[config.mk]
export PLATFORM = sky130hd
export DESIGN_NAME = mems_scan_top
export DESIGN_NICKNAME = d
export VERILOG_FILES = /design/src/verilog/mems_pkg.sv /design/src/verilog/mems_control.sv /design/src/verilog/scan_addr_counter.sv /design/src/verilog/scan_rom.sv /design/src/verilog/dac_spi_master.sv /design/src/verilog/mems_scan_top.sv
export SDC_FILE = /design/constraint.sdc
export NUM_CORES = 1
export LEC_CHECK = 0
export ABC_AREA = 1
export ABC_CLOCK_PERIOD_IN_PS = 1600
export BUFFER_PORTS_ARGS = -buffer_cell sky130_fd_sc_hd__buf_2
export CORE_MARGIN = 1.5
export CORE_UTILIZATION = 54
export DETAILED_ROUTE_END_ITERATION = 10
export PLACE_DENSITY = 0.74
export SLEW_MARGIN = 10
export SYNTH_ARGS = -nofsm -noshare
export SYNTH_HDL_FRONTEND = slang
export SYNTH_SLANG_ARGS = --single-unit
export TNS_END_PERCENT = 100
[constraint.sdc]
create_clock -name clk -period 1.6 [get_ports clk]
set_input_delay 0.16 -clock clk [delete_from_list [all_inputs] [get_ports clk]]
set_output_delay 0.16 -clock clk [all_outputs]
set_load 0.02 [all_outputs]
[src/scan_pattern.hex]
// one word per line: channel in [15:12], value in [11:0]
// addr 0 reset word, addr 1 vref word, addr 8 up scan points
F000
0001
0000
0000
0000
0000
0000
0000
0100
1120
0140
1160
0180
11A0
01C0
11E0
0200
1220
0240
1260
0280
12A0
02C0
12E0
0300
1320
0340
1360
0380
13A0
03C0
13E0
0400
1420
0440
1460
0480
14A0
04C0
14E0
0500
1520
0540
1560
0580
15A0
05C0
15E0
0600
1620
0640
1660
0680
16A0
06C0
16E0
0700
1720
0740
1760
0780
17A0
07C0
17E0
0800
1820
0840
1860
0880
18A0
08C0
18E0
[src/verilog/mems_pkg.sv]
package mems_pkg;

  // dac command fields, msb first on the wire
  localparam int OP_W  = 4;   // opcode nibble
  localparam int CH_W  = 4;   // channel select
  localparam int VAL_W = 12;  // dac code

  localparam int DAC_WORD_W = 24;  // one spi frame
  localparam int ROM_WORD_W = 16;  // channel in [15:12], value in [11:0]

  // trailing don't-care bits of the command, sent as zeros
  localparam int PAD_W = DAC_WORD_W - OP_W - CH_W - VAL_W;

  // setup words sit at the bottom of the pattern rom
  localparam int RESET_ADDR = 0;  // software reset word
  localparam int VREF_ADDR  = 1;  // reference select word

  // control fsm
  typedef enum logic [1:0] {
    ST_IDLE,        // waiting for start
    ST_SOFT_RESET,  // reset command in flight
    ST_VREF_SETUP,  // vref command in flight
    ST_SCAN         // streaming pattern points
  } mems_state_e;

  // dac opcodes, values fixed by the converter
  typedef enum logic [OP_W-1:0] {
    OP_WRITE_UPDATE = 4'd3,  // write input reg and update output
    OP_RESET        = 4'd7,  // software reset
    OP_VREF         = 4'd8   // internal/external reference setup
  } dac_op_e;

endpackage

[src/verilog/mems_control.sv]
`timescale 1ns/1ps

module mems_control (
  input  logic              clk,
  input  logic              mems_soft_reset,
  input  logic              start,            // kicks off the setup sequence
  input  logic              pause,            // holds back the next scan word
  input  logic              spi_busy,
  input  logic              line_end,         // current address closes a line
  input  logic              frame_end,        // current address closes a frame
  input  logic              line_fifo_done,
  input  logic              frame_fifo_done,
  output logic              spi_start,
  output mems_pkg::dac_op_e spi_op,
  output logic              addr_load_reset,
  output logic              addr_load_vref,
  output logic              addr_step,
  output logic              new_line,
  output logic              new_frame
);
  import mems_pkg::*;

  mems_state_e state;
  mems_state_e state_nxt;
  dac_op_e     op_nxt;
  logic        issue;       // launch a command at the next edge
  logic        cmd_ready;   // master idle and no start pending
  logic        scan_word;   // a scan point is being latched this cycle

  // spi_start is the registered copy, busy only rises a cycle after it
  assign cmd_ready = !spi_busy && !spi_start;

  // next state and command issue
  always_comb begin
    state_nxt = state;
    op_nxt    = spi_op;
    issue     = 1'b0;
    case (state)
      ST_IDLE: begin
        if (start) begin
          state_nxt = ST_SOFT_RESET;
          op_nxt    = OP_RESET;
          issue     = 1'b1;
        end
      end
      ST_SOFT_RESET: begin
        if (cmd_ready) begin  // reset word done
          state_nxt = ST_VREF_SETUP;
          op_nxt    = OP_VREF;
          issue     = 1'b1;
        end
      end
      ST_VREF_SETUP: begin
        // first scan point already obeys pause
        if (cmd_ready && !pause) begin
          state_nxt = ST_SCAN;
          op_nxt    = OP_WRITE_UPDATE;
          issue     = 1'b1;
        end
      end
      ST_SCAN: begin
        if (cmd_ready && !pause) begin
          op_nxt = OP_WRITE_UPDATE;
          issue  = 1'b1;
        end
      end
      default: state_nxt = ST_IDLE;
    endcase
  end

  // counter strobes
  // address is already 0 in idle, the load just pins it
  assign addr_load_reset = (state == ST_IDLE) && start;
  // move the address on while the master latches the current word
  assign addr_load_vref  = spi_start && (spi_op == OP_RESET);
  assign addr_step       = spi_start && (spi_op != OP_RESET);  // vref -> scan base, then +1
  assign scan_word       = spi_start && (spi_op == OP_WRITE_UPDATE);

  always_ff @(posedge clk) begin
    if (mems_soft_reset) begin
      state     <= ST_IDLE;
      spi_start <= 1'b0;
      spi_op    <= OP_RESET;
      new_line  <= 1'b0;
      new_frame <= 1'b0;
    end else begin
      state     <= state_nxt;
      spi_start <= issue;   // one-cycle strobe
      spi_op    <= op_nxt;

      // sticky flags, set beats clear
      if (scan_word && line_end) begin
        new_line <= 1'b1;
      end else if (line_fifo_done) begin
        new_line <= 1'b0;
      end

      if (scan_word && frame_end) begin
        new_frame <= 1'b1;
      end else if (frame_fifo_done) begin
        new_frame <= 1'b0;
      end
    end
  end

endmodule

[src/verilog/scan_addr_counter.sv]
`timescale 1ns/1ps

module scan_addr_counter #(
  parameter int ROM_DEPTH       = 72,
  parameter int SCAN_BASE       = 8,
  parameter int LINE_LEN        = 8,
  parameter int LINES_PER_FRAME = 4
) (
  input  logic                         clk,
  input  logic                         mems_soft_reset,
  input  logic                         load_reset,   // point at reset command word
  input  logic                         load_vref,    // point at vref command word
  input  logic                         step,         // advance to the next scan point
  output logic [$clog2(ROM_DEPTH)-1:0] addr,
  output logic                         line_end,
  output logic                         frame_end
);
  import mems_pkg::*;

  localparam int ADDR_W = $clog2(ROM_DEPTH);
  localparam int PT_W   = (LINE_LEN > 1) ? $clog2(LINE_LEN) : 1;
  localparam int LN_W   = (LINES_PER_FRAME > 1) ? $clog2(LINES_PER_FRAME) : 1;

  localparam logic [ADDR_W-1:0] BASE_A  = ADDR_W'(SCAN_BASE);
  localparam logic [ADDR_W-1:0] LAST_A  = ADDR_W'(ROM_DEPTH - 1);
  localparam logic [PT_W-1:0]   LAST_PT = PT_W'(LINE_LEN - 1);
  localparam logic [LN_W-1:0]   LAST_LN = LN_W'(LINES_PER_FRAME - 1);

  logic [PT_W-1:0] pt_cnt;   // point within line
  logic [LN_W-1:0] ln_cnt;   // line within frame
  logic            in_scan;  // address past the setup words

  assign in_scan   = (addr >= BASE_A);
  assign line_end  = in_scan && (pt_cnt == LAST_PT);
  assign frame_end = line_end && (ln_cnt == LAST_LN);

  always_ff @(posedge clk) begin
    if (mems_soft_reset) begin
      addr   <= '0;
      pt_cnt <= '0;
      ln_cnt <= '0;
    end else if (load_reset) begin
      addr   <= ADDR_W'(RESET_ADDR);
      pt_cnt <= '0;
      ln_cnt <= '0;
    end else if (load_vref) begin
      addr   <= ADDR_W'(VREF_ADDR);
      pt_cnt <= '0;
      ln_cnt <= '0;
    end else if (step) begin
      if (!in_scan || addr == LAST_A) begin
        // entering scan region or wrapping, region is whole frames
        addr   <= BASE_A;
        pt_cnt <= '0;
        ln_cnt <= '0;
      end else begin
        addr <= addr + 1'b1;
        if (pt_cnt == LAST_PT) begin
          pt_cnt <= '0;
          ln_cnt <= (ln_cnt == LAST_LN) ? '0 : ln_cnt + 1'b1;  // next line or next frame
        end else begin
          pt_cnt <= pt_cnt + 1'b1;
        end
      end
    end
  end

endmodule

[src/verilog/scan_rom.sv]
`timescale 1ns/1ps

module scan_rom #(
  parameter int ROM_DEPTH = 72
) (
  input  logic                               clk,
  input  logic [$clog2(ROM_DEPTH)-1:0]       addr,
  output logic [mems_pkg::ROM_WORD_W-1:0]    data
);
  import mems_pkg::*;

  // setup words at 0 and 1, scan points from the scan base up
  logic [ROM_WORD_W-1:0] mem [ROM_DEPTH];

  initial begin
    $readmemh("/design/src/scan_pattern.hex", mem);
  end

  // registered read, one cycle latency
  always_ff @(posedge clk) begin
    data <= mem[addr];
  end

endmodule

[src/verilog/dac_spi_master.sv]
`timescale 1ns/1ps

module dac_spi_master #(
  parameter int SPI_DIV = 2  // clocks per sclk half period
) (
  input  logic                            clk,
  input  logic                            mems_soft_reset,
  input  logic                            start,
  input  mems_pkg::dac_op_e               op,
  input  logic [mems_pkg::ROM_WORD_W-1:0] rom_data,
  output logic                            busy,
  output logic                            sclk,
  output logic                            mosi,
  output logic                            cs_n
);
  import mems_pkg::*;

  localparam int DIV_W = (SPI_DIV > 1) ? $clog2(SPI_DIV) : 1;
  localparam int BIT_W = $clog2(DAC_WORD_W);

  localparam logic [DIV_W-1:0] DIV_LAST = DIV_W'(SPI_DIV - 1);
  localparam logic [BIT_W-1:0] BIT_LAST = BIT_W'(DAC_WORD_W - 1);

  logic [DAC_WORD_W-1:0] cmd_word;   // assembled command
  logic [DAC_WORD_W-1:0] shreg;      // msb goes out first
  logic [DIV_W-1:0]      div_cnt;
  logic [BIT_W-1:0]      bit_cnt;    // bits already clocked
  logic                  half_done;  // end of an sclk half period
  logic                  accept;

  // opcode | channel | value | pad
  assign cmd_word  = {op, rom_data[ROM_WORD_W-1 -: CH_W], rom_data[VAL_W-1:0],
                      {PAD_W{1'b0}}};
  assign accept    = start && !busy;  // starts while busy are dropped
  assign half_done = (div_cnt == DIV_LAST);
  assign mosi      = shreg[DAC_WORD_W-1] & ~cs_n;  // low outside a frame

  // data path
  always_ff @(posedge clk) begin
    if (accept) begin
      shreg <= cmd_word;
    end else if (!cs_n && half_done && sclk) begin
      shreg <= shreg << 1;  // next bit on the falling edge
    end
  end

  // framing, divider and bit count
  always_ff @(posedge clk) begin
    if (mems_soft_reset) begin
      busy    <= 1'b0;
      cs_n    <= 1'b1;
      sclk    <= 1'b0;
      div_cnt <= '0;
      bit_cnt <= '0;
    end else if (!busy) begin
      if (accept) begin
        busy    <= 1'b1;
        cs_n    <= 1'b0;  // msb already on mosi
        sclk    <= 1'b0;
        div_cnt <= '0;
        bit_cnt <= '0;
      end
    end else if (cs_n) begin
      busy <= 1'b0;  // tail cycle after cs_n rose
    end else if (half_done) begin
      div_cnt <= '0;
      sclk    <= ~sclk;
      if (sclk) begin  // falling edge closes a bit period
        if (bit_cnt == BIT_LAST) begin
          cs_n <= 1'b1;
        end else begin
          bit_cnt <= bit_cnt + 1'b1;
        end
      end
    end else begin
      div_cnt <= div_cnt + 1'b1;
    end
  end

endmodule

[src/verilog/mems_scan_top.sv]
`timescale 1ns/1ps

module mems_scan_top #(
  parameter int ROM_DEPTH       = 72,
  parameter int SCAN_BASE       = 8,   // first scan word, above the setup words
  parameter int LINE_LEN        = 8,   // points per line
  parameter int LINES_PER_FRAME = 4,
  parameter int SPI_DIV         = 2    // sclk half period in clocks
) (
  input  logic                         clk,
  input  logic                         mems_soft_reset,
  input  logic                         start,
  input  logic                         pause,
  input  logic                         line_fifo_done,
  input  logic                         frame_fifo_done,
  output logic                         dac_sclk,
  output logic                         dac_mosi,
  output logic                         dac_cs_n,
  output logic                         new_line,
  output logic                         new_frame,
  output logic [$clog2(ROM_DEPTH)-1:0] scan_addr
);
  import mems_pkg::*;

  logic                  spi_start;
  dac_op_e               spi_op;
  logic                  spi_busy;
  logic                  addr_load_reset;
  logic                  addr_load_vref;
  logic                  addr_step;
  logic                  line_end;
  logic                  frame_end;
  logic [ROM_WORD_W-1:0] rom_data;

  // sequencing and flags
  mems_control u_control (
    .clk             (clk),
    .mems_soft_reset (mems_soft_reset),
    .start           (start),
    .pause           (pause),
    .spi_busy        (spi_busy),
    .line_end        (line_end),
    .frame_end       (frame_end),
    .line_fifo_done  (line_fifo_done),
    .frame_fifo_done (frame_fifo_done),
    .spi_start       (spi_start),
    .spi_op          (spi_op),
    .addr_load_reset (addr_load_reset),
    .addr_load_vref  (addr_load_vref),
    .addr_step       (addr_step),
    .new_line        (new_line),
    .new_frame       (new_frame)
  );

  // address also visible outside
  scan_addr_counter #(
    .ROM_DEPTH       (ROM_DEPTH),
    .SCAN_BASE       (SCAN_BASE),
    .LINE_LEN        (LINE_LEN),
    .LINES_PER_FRAME (LINES_PER_FRAME)
  ) u_addr (
    .clk             (clk),
    .mems_soft_reset (mems_soft_reset),
    .load_reset      (addr_load_reset),
    .load_vref       (addr_load_vref),
    .step            (addr_step),
    .addr            (scan_addr),
    .line_end        (line_end),
    .frame_end       (frame_end)
  );

  scan_rom #(
    .ROM_DEPTH (ROM_DEPTH)
  ) u_rom (
    .clk  (clk),
    .addr (scan_addr),
    .data (rom_data)
  );

  dac_spi_master #(
    .SPI_DIV (SPI_DIV)
  ) u_spi (
    .clk             (clk),
    .mems_soft_reset (mems_soft_reset),
    .start           (spi_start),
    .op              (spi_op),
    .rom_data        (rom_data),
    .busy            (spi_busy),
    .sclk            (dac_sclk),
    .mosi            (dac_mosi),
    .cs_n            (dac_cs_n)
  );

endmodule

# Word-level counts from Yosys, hierarchy flattened
# Index checks and enable logic that the tools add are counted.
op_classes:
  addsub: 5
  n_lt_le_gt_ge: 1
  eq_ne: 18
  n_mux: 47
  bitwise_logic: 3
  reduce_logical: 36
op_table:
  columns: ["cell", "n"]
  rows:
  - ["24-bit 2-to-1 mux", 2]
  - ["5-bit 2-to-1 mux", 6]
  - ["1-bit 2-to-1 mux", 24]
  - ["1-bit logical AND", 13]
  - ["2-bit 2-to-1 mux", 6]
  - ["4-bit 2-to-1 mux", 3]
  - ["4-bit one-hot mux with 3 select lines", 1]
  - ["2-bit nonzero test", 6]
  - ["2-bit inequality test, second input constant", 5]
  - ["7-bit by 1-bit adder with 7-bit output, second input constant", 1]
  - ["7-bit equality test, second input constant", 1]
  - ["7-bit by 4-bit greater-or-equal comparator with 1-bit output, second input constant", 1]
  - ["7-bit 2-to-1 mux", 1]
  - ["2-bit equality test, second input constant", 3]
  - ["3-bit 2-to-1 mux", 2]
  - ["2-bit by 1-bit inequality test with 1-bit output, second input constant", 3]
  - ["2-bit one-hot mux with 3 select lines", 1]
  - ["3-bit AND reduction", 2]
  - ["5-bit by 1-bit adder with 5-bit output, second input constant", 1]
  - ["5-bit equality test, second input constant", 1]
  - ["1-bit zero test", 5]
  - ["5-bit AND reduction", 1]
  - ["4-bit by 2-bit equality test with 1-bit output, second input constant", 1]
  - ["4-bit by 3-bit equality test with 1-bit output, second input constant", 1]
  - ["16 further kinds", 19]
totals:
  register_bits: 66
  in_bits: 6
  out_inout_bits: 12
  word_cells: 126

# Logic depth before layout (Yosys ltp)
# Gate-level depths: netlist of run 1.
logic_depth:
  depth_word: 6
  mapped_depth: 9
  mapped_depth_nobuf: 9

# Modules after synthesis
# Synthesis of run 1 repeated with hierarchy kept, for this count alone.
hier_totals:
  cells_unflattened: 335
  hier_area_um2: 2691.3
by_module_without_submodules:
  columns: ["module", "n_inst", "cells_per_inst", "area_each_um2", "seq_area_each_um2"]
  rows:
  - ["dac_spi_master", 1, 150, 1316.3, 780.7]
  - ["scan_addr_counter", 1, 92, 699.4, 240.2]
  - ["mems_control", 1, 76, 551.8, 160.2]
  - ["scan_rom", 1, 17, 123.9, 0.0]

# Worst setup path before layout of run 1
# Ideal clock, no wire load.
synth_path:
  path_kind: "register -> register"
  startpoint: "reg u_addr.addr[0]"
  endpoint: "reg u_addr.ln_cnt[0]"
  setup_ps: 115
  arrival_time_ps: 1270
  t_required_ps: 1485
  path_slack_ps: 215
  stages_incl_launch_ff: 9
  path_buffers: 0
  period_less_slack_ps: 1385
  path_cell_list: "dfxtp_1 > ha_1 > nand2_1 > nand2_1 > inv_1 > nor2_1 > nand2_2 > a21oi_1 > nor2_1"
synth_between:
  elab_chain_cells: 5
  word_cells_on_any_way: 7
  cone_classes: "order compare (1); eq/ne (1); mux (1); reduce/logical (4)"
synth_lines:
  columns: ["element", "line", "source"]
  rows:
  - ["start: declaration", "scan_addr_counter.sv:14", "output logic [$clog2(ROM_DEPTH)-1:0] addr,"]
  - ["start signal: assignment", "scan_addr_counter.sv:43", "addr <= ADDR_W'(RESET_ADDR);"]
  - ["start signal: assignment", "scan_addr_counter.sv:47", "addr <= ADDR_W'(VREF_ADDR);"]
  - ["start signal: assignment", "scan_addr_counter.sv:57", "addr <= addr + 1'b1;"]
  - ["7-bit by 4-bit greater-or-equal comparator with 1-bit output", "scan_addr_counter.sv:33", "assign in_scan = (addr >= BASE_A);"]
  - ["1-bit zero test", "scan_addr_counter.sv:51", "if (!in_scan || addr == LAST_A) begin"]
  - ["1-bit logical OR *", "scan_addr_counter.sv:51", null]
  - ["2-bit nonzero test (no source line)", null, null]
  - ["2-bit AND reduction (no source line)", null, null]
  - ["end signal: assignment", "scan_addr_counter.sv:60", "ln_cnt <= (ln_cnt == LAST_LN) ? '0 : ln_cnt + 1'b1;"]
  - ["end: declaration", "scan_addr_counter.sv:30", "logic [LN_W-1:0] ln_cnt;"]
# Mark *: on every way between the ends. The rest lies on a longest branch, timed or not.
# A chain may end at the register's enable or synchronous reset.

# Worst setup path after layout of run 1
layout_path:
  startpoint: "reg u_control.state[1]"
  endpoint: "reg u_control.spi_op[1]"
layout_between:
  elab_chain_cells: 4
  word_cells_on_any_way: 10
  cone_classes: "eq/ne (6); mux (1); reduce/logical (3)"
layout_lines:
  columns: ["element", "line", "source"]
  rows:
  - ["start: declaration", "mems_control.sv:23", "mems_state_e state;"]
  - ["start signal: assignment", "mems_control.sv:87", "state <= state_nxt;"]
  - ["2-bit equality test", "mems_control.sv:38", "case (state)"]
  - ["2-bit OR reduction (no source line)", null, null]
  - ["2-bit by 1-bit inequality test with 1-bit output (no source line)", null, null]
  - ["3-bit AND reduction (no source line)", null, null]
  - ["end signal: assignment", "mems_control.sv:89", "spi_op <= op_nxt;"]
  - ["end: declaration", "mems_control.sv:14", "output mems_pkg::dac_op_e spi_op,"]
# Several ways; a longest one is shown, not always the timed one.

==> implementation parameters, run 1 <==
Parameter                              Value

Clock tree
  Clk pin slew, worst setup/hold paths    about 0.11 ns
  Number of buffers on the longest clock path    2
  Count of H-tree levels built during CTS    2
  TritonCTS Buffers    5
  Clock network latency to the later pin of the worst-skew pair    0.34 ns
  Number of sinks driven by the clock tree    33
  Quantity of hold-fixing buffers added after cts    0
  Root buffer selected by CTS    clkbuf_4
  CTS tree    done

Global route
  Maximum number of pins on one net before global-route repair    13
  Grt ovf    0
  Antenna violations before repair    0
  Wire length of the first global-routing pass    5200 um
  Global-route met3 utilization    6.93%
  Number of global-route vias before repair    approximately 1.2k
  GR Util All Layers    a little under a fifth
  GR Layer Usage met1    between 20 and 25%
  Met2 Resource Use GR    31.6%
  Global route hottest layer    met2

Place
  Port buffer count    17
  Final weighted congestion of routability-driven global placement    0.837
  Final HPWL DP    2590 um
  DP Cell Count    308

Timing
  Worst slew slack as a fraction of its limit    60.5%
  Transition time at the pin with the least slew margin    0.586 ns
  Ratio of final minimum period to clock period    89.2%
  Setup TNS    0 ns
  Number of hold violations in the final report    0
  Worst hold margin    0.0502 ns
  Number of pins with negative max-slew slack in the final report    0
  Max Clock Freq    701 MHz
  Final critical delay including setup and external delays    ~1.4 ns
  Count of endpoints failing setup in the final report    0
  Unrepaired setup endpoints after global routing    false
  Largest clock skew in the final design    0.0121 ns

Drt
  Final WL    3400 um
  Number of nets still failing antenna checks after routing    0
  Via density    4.99
  Routed WL per cell    10.7 um
  Vias    1576
  Number of search-and-repair iterations in the first detailed-routing pass    4
  Drc violations    0
  Drt first-iter violations    92

Synthesis
  Library cells used by synthesis    33
  Largest area contributor in the synthesized netlist    dfxtp_1
  Portion of the post-synthesis area used by sequential elements    38.0%
  Number of nets in the synthesized netlist    261
  Count of flip-flops with a built-in enable after synthesis    4
  Synth Warn #    0
  Register bit total from synthesis    33
  Synthesized area per cell    ~7.6 um^2
  Synthesized netlist cell count    between 200 and 250
  Share of Yosys cell area claimed by the top area cell type    31.5%
  Top flip-flop cell by instance count after synthesis    dfxtp_1
  Async set-or-reset flop fraction in the synthesized netlist    0%
  Cells taking the most area after synthesis    dfxtp_1, nand2_1, ha_1, inv_1, nor2_1
  Cell area after technology mapping    0.00184 mm^2

Die
  Cell row count    21
  Die H    61.4 um
  Initial core utilization    55.7%
  Die Width    approximately 60 um
  I/O pin total    18
  Die outline area    0.00377 mm^2
  Placeable core area    0.00331 mm^2

Finish
  Layout Area Growth over Synthesis    11.0%
  Leading cell type in the layout, fill and taps excluded    nand2_1
  Highest-count cells in the layout ignoring fill and taps    nand2_1, inv_1, nor2_1
  Fraction of layout instances using a drive strength above 1    21.1%
  ANT cells    0
  Fillers    316
  Nets    286
  Fin cells    316

Pwr
  Peak VDD IR    ~0.71 mV
  Lkg Pwr    0.988 nW
  Power density of the placed cells    1480 mW/mm^2
  Total power consumption of the routed design    roughly 3 mW

Critical path
  Reg2Reg Capture Point    u_control.spi_op[1]
  Worst setup SP type    flop
  CP max FO    5
  CP Capture Type    flop
  Worst endpoint data arrival time    1.65 ns
  Worst Reg-to-Reg Cells    8
  Start of the worst register-to-register path    u_control.state[1]
  Setup slack of the worst register-to-register path    0.17 ns
  Required @ worst endpoint    ~1.8 ns
  Critical Path End    u_control.spi_op[1]
  Critical path start-end classification    reg -> reg
  Startpoint of the most critical setup path    u_control.state[1]

Min path
  Type of the worst min-delay path    in -> reg

Status
  Status    completed

Run
  Maximum Capacitance Violations    0
-- flip-flops by register name, summed over array words and instances (netlist names), 2 cells and up --
name,flops
u_addr.addr,7
u_spi.shreg,4
u_addr.ln_cnt,2
u_addr.pt_cnt,3
u_spi.bit_cnt,5
u_control.state,2
u_control.spi_op,3
-- per-layer routing --
metal	wire (um)	vias up
met5	0	-
met1	1550	704
met4	60	0
met3	160	7
li1	-	835
met2	1620	30
-- kinds of logic (layout without fill, tap and decap cells) --
logic type	Yosys count	count (layout)	share of synthesized area [%]
simple gates	123	123	32.8
fa+ha+maj	11	11	7.46
flops	33	33	38.0
compound gates	31	31	10.9
xor+xnor	1	1	0.475
buf+inv	45	71	10.4
-- where the power goes --
group,total (mW),internal [mW],leakage [nW],switching [mW]
combinational,1.36,0.495,0.683,0.868
clock,0.463,0.166,0.0310,0.298
sequential,1.20,1.04,0.274,0.164
total,3.03,1.70,0.988,1.33
-- cells in the mapped netlist, types with 2 or more instances --
library cell / count
nand2_2: 4
o21ai_0: 5
o211ai_1: 4
edfxtp_1: 4
dfxtp_1: 29
inv_1: 36
a21oi_1: 11
nor2_4: 2
a211oi_1: 2
nand3_2: 3
nand2_4: 5
nand4_1: 7
nor2_1: 34
nand3_1: 15
o22ai_1: 3
ha_1: 11
nor2_2: 2
nand2_1: 48
inv_2: 4
buf_6: 2
-- stage by stage --
stage	instance area, um^2	worst slack [ns]	util (%)
after CTS	2050	0.112	61.8
after floorplan	1840	0.215	-
final	2050	0.173	61.8
after global placement	1990	0.221	60.1
after global routing	2050	0.0417	61.8
after detailed placement	1990	0.142	60.1
-- final cells by class --
| class | count | area [um^2] | area share, % |
|---|---|---|---|
| multi-input combinational | 166 | 952 | 46.5 |
| sequential | 33 | 702 | 34.3 |
| inverter | 42 | 165 | 8.07 |
| timing repair buffer | 21 | 115 | 5.62 |
| tap | 46 | 57.6 | 2.81 |
| clock buffer | 5 | 37.5 | 1.83 |
| clock inverter | 3 | 17.5 | 0.856 |
-- worst min path at each step --
stage / depth (start not counted) / from / to / slack, ns
6_report: 4 / line_fifo_done / u_control.new_line / 0.05
4_1_cts: 4 / line_fifo_done / u_control.new_line / 0.03
5_1_grt: 4 / frame_fifo_done / u_control.new_frame / 0.06
3_3_place_gp: 4 / frame_fifo_done / u_control.new_frame / 0.42
2_1_floorplan: 3 / frame_fifo_done / u_control.new_frame / 0.32
3_5_place_dp: 4 / line_fifo_done / u_control.new_line / 0.42
-- worst max-delay path, cell delays in order, from the launching register on --
cell,delay (ns)
dfxtp_1,0.37
inv_1,0.10
ha_1,0.23
inv_1,0.09
nor2_1,0.08
a21oi_4,0.16
nand2_2,0.10
nand2_1,0.09
o211ai_1,0.08
-- timing repair --
action / CTS / global route
setup endpoints to repair: 0 / 1
setup buffers: 0 / 0
resized for setup: 0 / 1
Power figures use the tool's default switching activity.
==> run 2, diff against run 1 <==
--- a/config.mk
+++ b/config.mk
@@ -11,6 +11,7 @@
 export CORE_MARGIN = 1.5
 export CORE_UTILIZATION = 54
 export DETAILED_ROUTE_END_ITERATION = 10
+export HOLD_SLACK_MARGIN = 0.12
 export PLACE_DENSITY = 0.74
 export SLEW_MARGIN = 10
 export SYNTH_ARGS = -nofsm -noshare
==> implementation parameters, run 2 (synthesis gave the netlist of run 1 again) <==
Parameter                              Value

Finish
  Layout Area Growth over Synthesis    12.6%
  Largest registers    u_addr.addr (7), u_spi.bit_cnt (5), u_spi.shreg (4)
  Fin cells    319
  ANT cells    0
  Max reg flops    7
  Highest-count cells in the layout ignoring fill and taps    nand2_1, inv_1, nor2_1
  Register with the highest flop count    u_addr.addr
  Nets    289
  Fraction of layout instances using a drive strength above 1    20.9%
  Leading cell type in the layout, fill and taps excluded    nand2_1

Timing
  Final critical delay including setup and external delays    1.43 ns
  Final WS setup    0.173 ns
  Max Clock Freq    around 700 MHz
  Ratio of final minimum period to clock period    89.2%
  Worst slew slack as a fraction of its limit    60.2%
  Count of endpoints failing setup in the final report    0
  Setup TNS    0 ns
  Number of pins with negative max-slew slack in the final report    0
  Unrepaired setup endpoints after global routing    false
  Number of hold violations in the final report    0
  Transition time at the pin with the least slew margin    0.591 ns
  Largest clock skew in the final design    about 0.012 ns

Place
  Port buffer count    17
  DP Cell Count    308
  Worst Setup Slack post-DPL    0.142 ns
  Final HPWL DP    2590 um
  Final weighted congestion of routability-driven global placement    0.837

Clock tree
  Post-CTS setup buffer count    0
  Number of buffers on the longest clock path    2
  Root buffer selected by CTS    clkbuf_4
  TritonCTS Buffers    5
  Count of H-tree levels built during CTS    2
  CTS tree    done
  Clk pin slew, worst setup/hold paths    0.11 ns
  Number of sinks driven by the clock tree    33
  Clock network latency to the later pin of the worst-skew pair    0.34 ns

Critical path
  Startpoint of the most critical setup path    u_control.state[1]
  Required @ worst endpoint    1.82 ns
  Worst endpoint data arrival time    around 1.7 ns
  Delay of the slowest cell on the worst path    0.37 ns
  CP max FO    5
  Worst setup SP type    flop
  Start of the worst register-to-register path    u_control.state[1]
  Most prevalent standard cell on the critical path    inv_1
  Critical path start-end classification    reg -> reg
  Slowest stage cell, crit path    dfxtp_1
  CP Capture Type    flop
  Cell-by-cell listing of the critical path    inv_1 -> ha_1 -> inv_1 -> nor2_1 -> a21oi_4 -> nand2_2 -> nand2_1 -> o211ai_1

Die
  Initial core utilization    55.7%
  Die outline area    0.00377 mm^2
  Placeable core area    0.00331 mm^2
  Die Width    61.4 um
  I/O pin total    18
  Die H    roughly 61 um
  Cell row count    21

Drt
  Number of search-and-repair iterations in the first detailed-routing pass    4
  Via density    around 5
  Final WL    3430 um
  Drt first-iter violations    100
  Vias    1589
  Routed WL per cell    10.8 um
  Number of nets still failing antenna checks after routing    0
  Drc violations    0

Run
  Maximum Capacitance Violations    0

Pwr
  Lkg Pwr    approximately 1.0 nW
  Peak VDD IR    0.710 mV
  Power density of the placed cells    about 1500 mW/mm^2

Min path
  Launch instance of the worst min-delay path    mems_soft_reset
  Type of the worst min-delay path    in -> reg

Global route
  Number of global-route vias before repair    1236
  Antenna violations before repair    0
  GR Util All Layers    19.3%
  Grt ovf    0
  Maximum number of pins on one net before global-route repair    13
  Wire length of the first global-routing pass    ~5300 um

Status
  Status    completed
run 2: changes by cell type in the layout (fill, tap and decap cells not counted), sizes merged:
cell,change
dlygate4sd3,+3
run 2: repair_timing:
action | 4_1_cts | 5_1_grt
resized for setup | 0 | 1
setup endpoints to repair | 0 | 1
endpoints found under the hold margin | 3 | 0
hold buffers | 3 | 0
run 2: per-stage QoR:
stage                     area, um^2  util (%)  power [mW]  hold slack (ns)
after floorplan                 1840         -        2.30            0.323
after global placement          1990      60.1        2.56            0.418
after detailed placement        1990      60.1        2.59            0.421
after CTS                       2080      62.7        3.06            0.141
after global routing            2080      62.7        3.28            0.155
final                           2080      62.7        3.03            0.163
run 2: layout make-up:
type / instances / area, um^2
clock buffers: 5 / 37.5
multi-input cells: 166 / 952
flip-flops and latches: 33 / 702
inverters: 42 / 165
well taps: 46 / 57.6
clock inverters: 3 / 17.5
repair buffers: 24 / 145
fillers: 312 / 1230
run 2: power by group:
part	total, mW	leakage [nW]	switching, mW	internal [mW]
combinational	1.37	0.696	0.869	0.499
clock	0.463	0.0310	0.297	0.166
sequential	1.20	0.274	0.164	1.04
run 2: path summary, 6_finish.rpt:
| kind | to | slack (ns) | cells past startpoint |
|---|---|---|---|
| setup / recovery | u_control.spi_op[1] | 0.17 | 8 |
| hold / removal | u_spi.bit_cnt[1] | 0.16 | 2 |
| setup reg to reg | u_control.spi_op[1] | 0.17 | 8 |
| hold reg to reg | u_control.new_frame | 0.47 | 2 |
run 2: critical path, delay by kind of cell (launching register included):
| family | cells | cell delay, ns |
|---|---|---|
| compound gates | 2 | 0.24 |
| fa+ha+maj | 1 | 0.23 |
| buf+inv | 2 | 0.19 |
| flops | 1 | 0.37 |
| simple gates | 3 | 0.27 |
run 2: layer usage:
layer	GRT usage (%)	vias up	share of wire, %
met3	6.93	7	5.0
met5	0	-	0
met1	22.7	708	45
li1	-	842	-
met4	7.29	0	1.7
met2	32.2	32	48
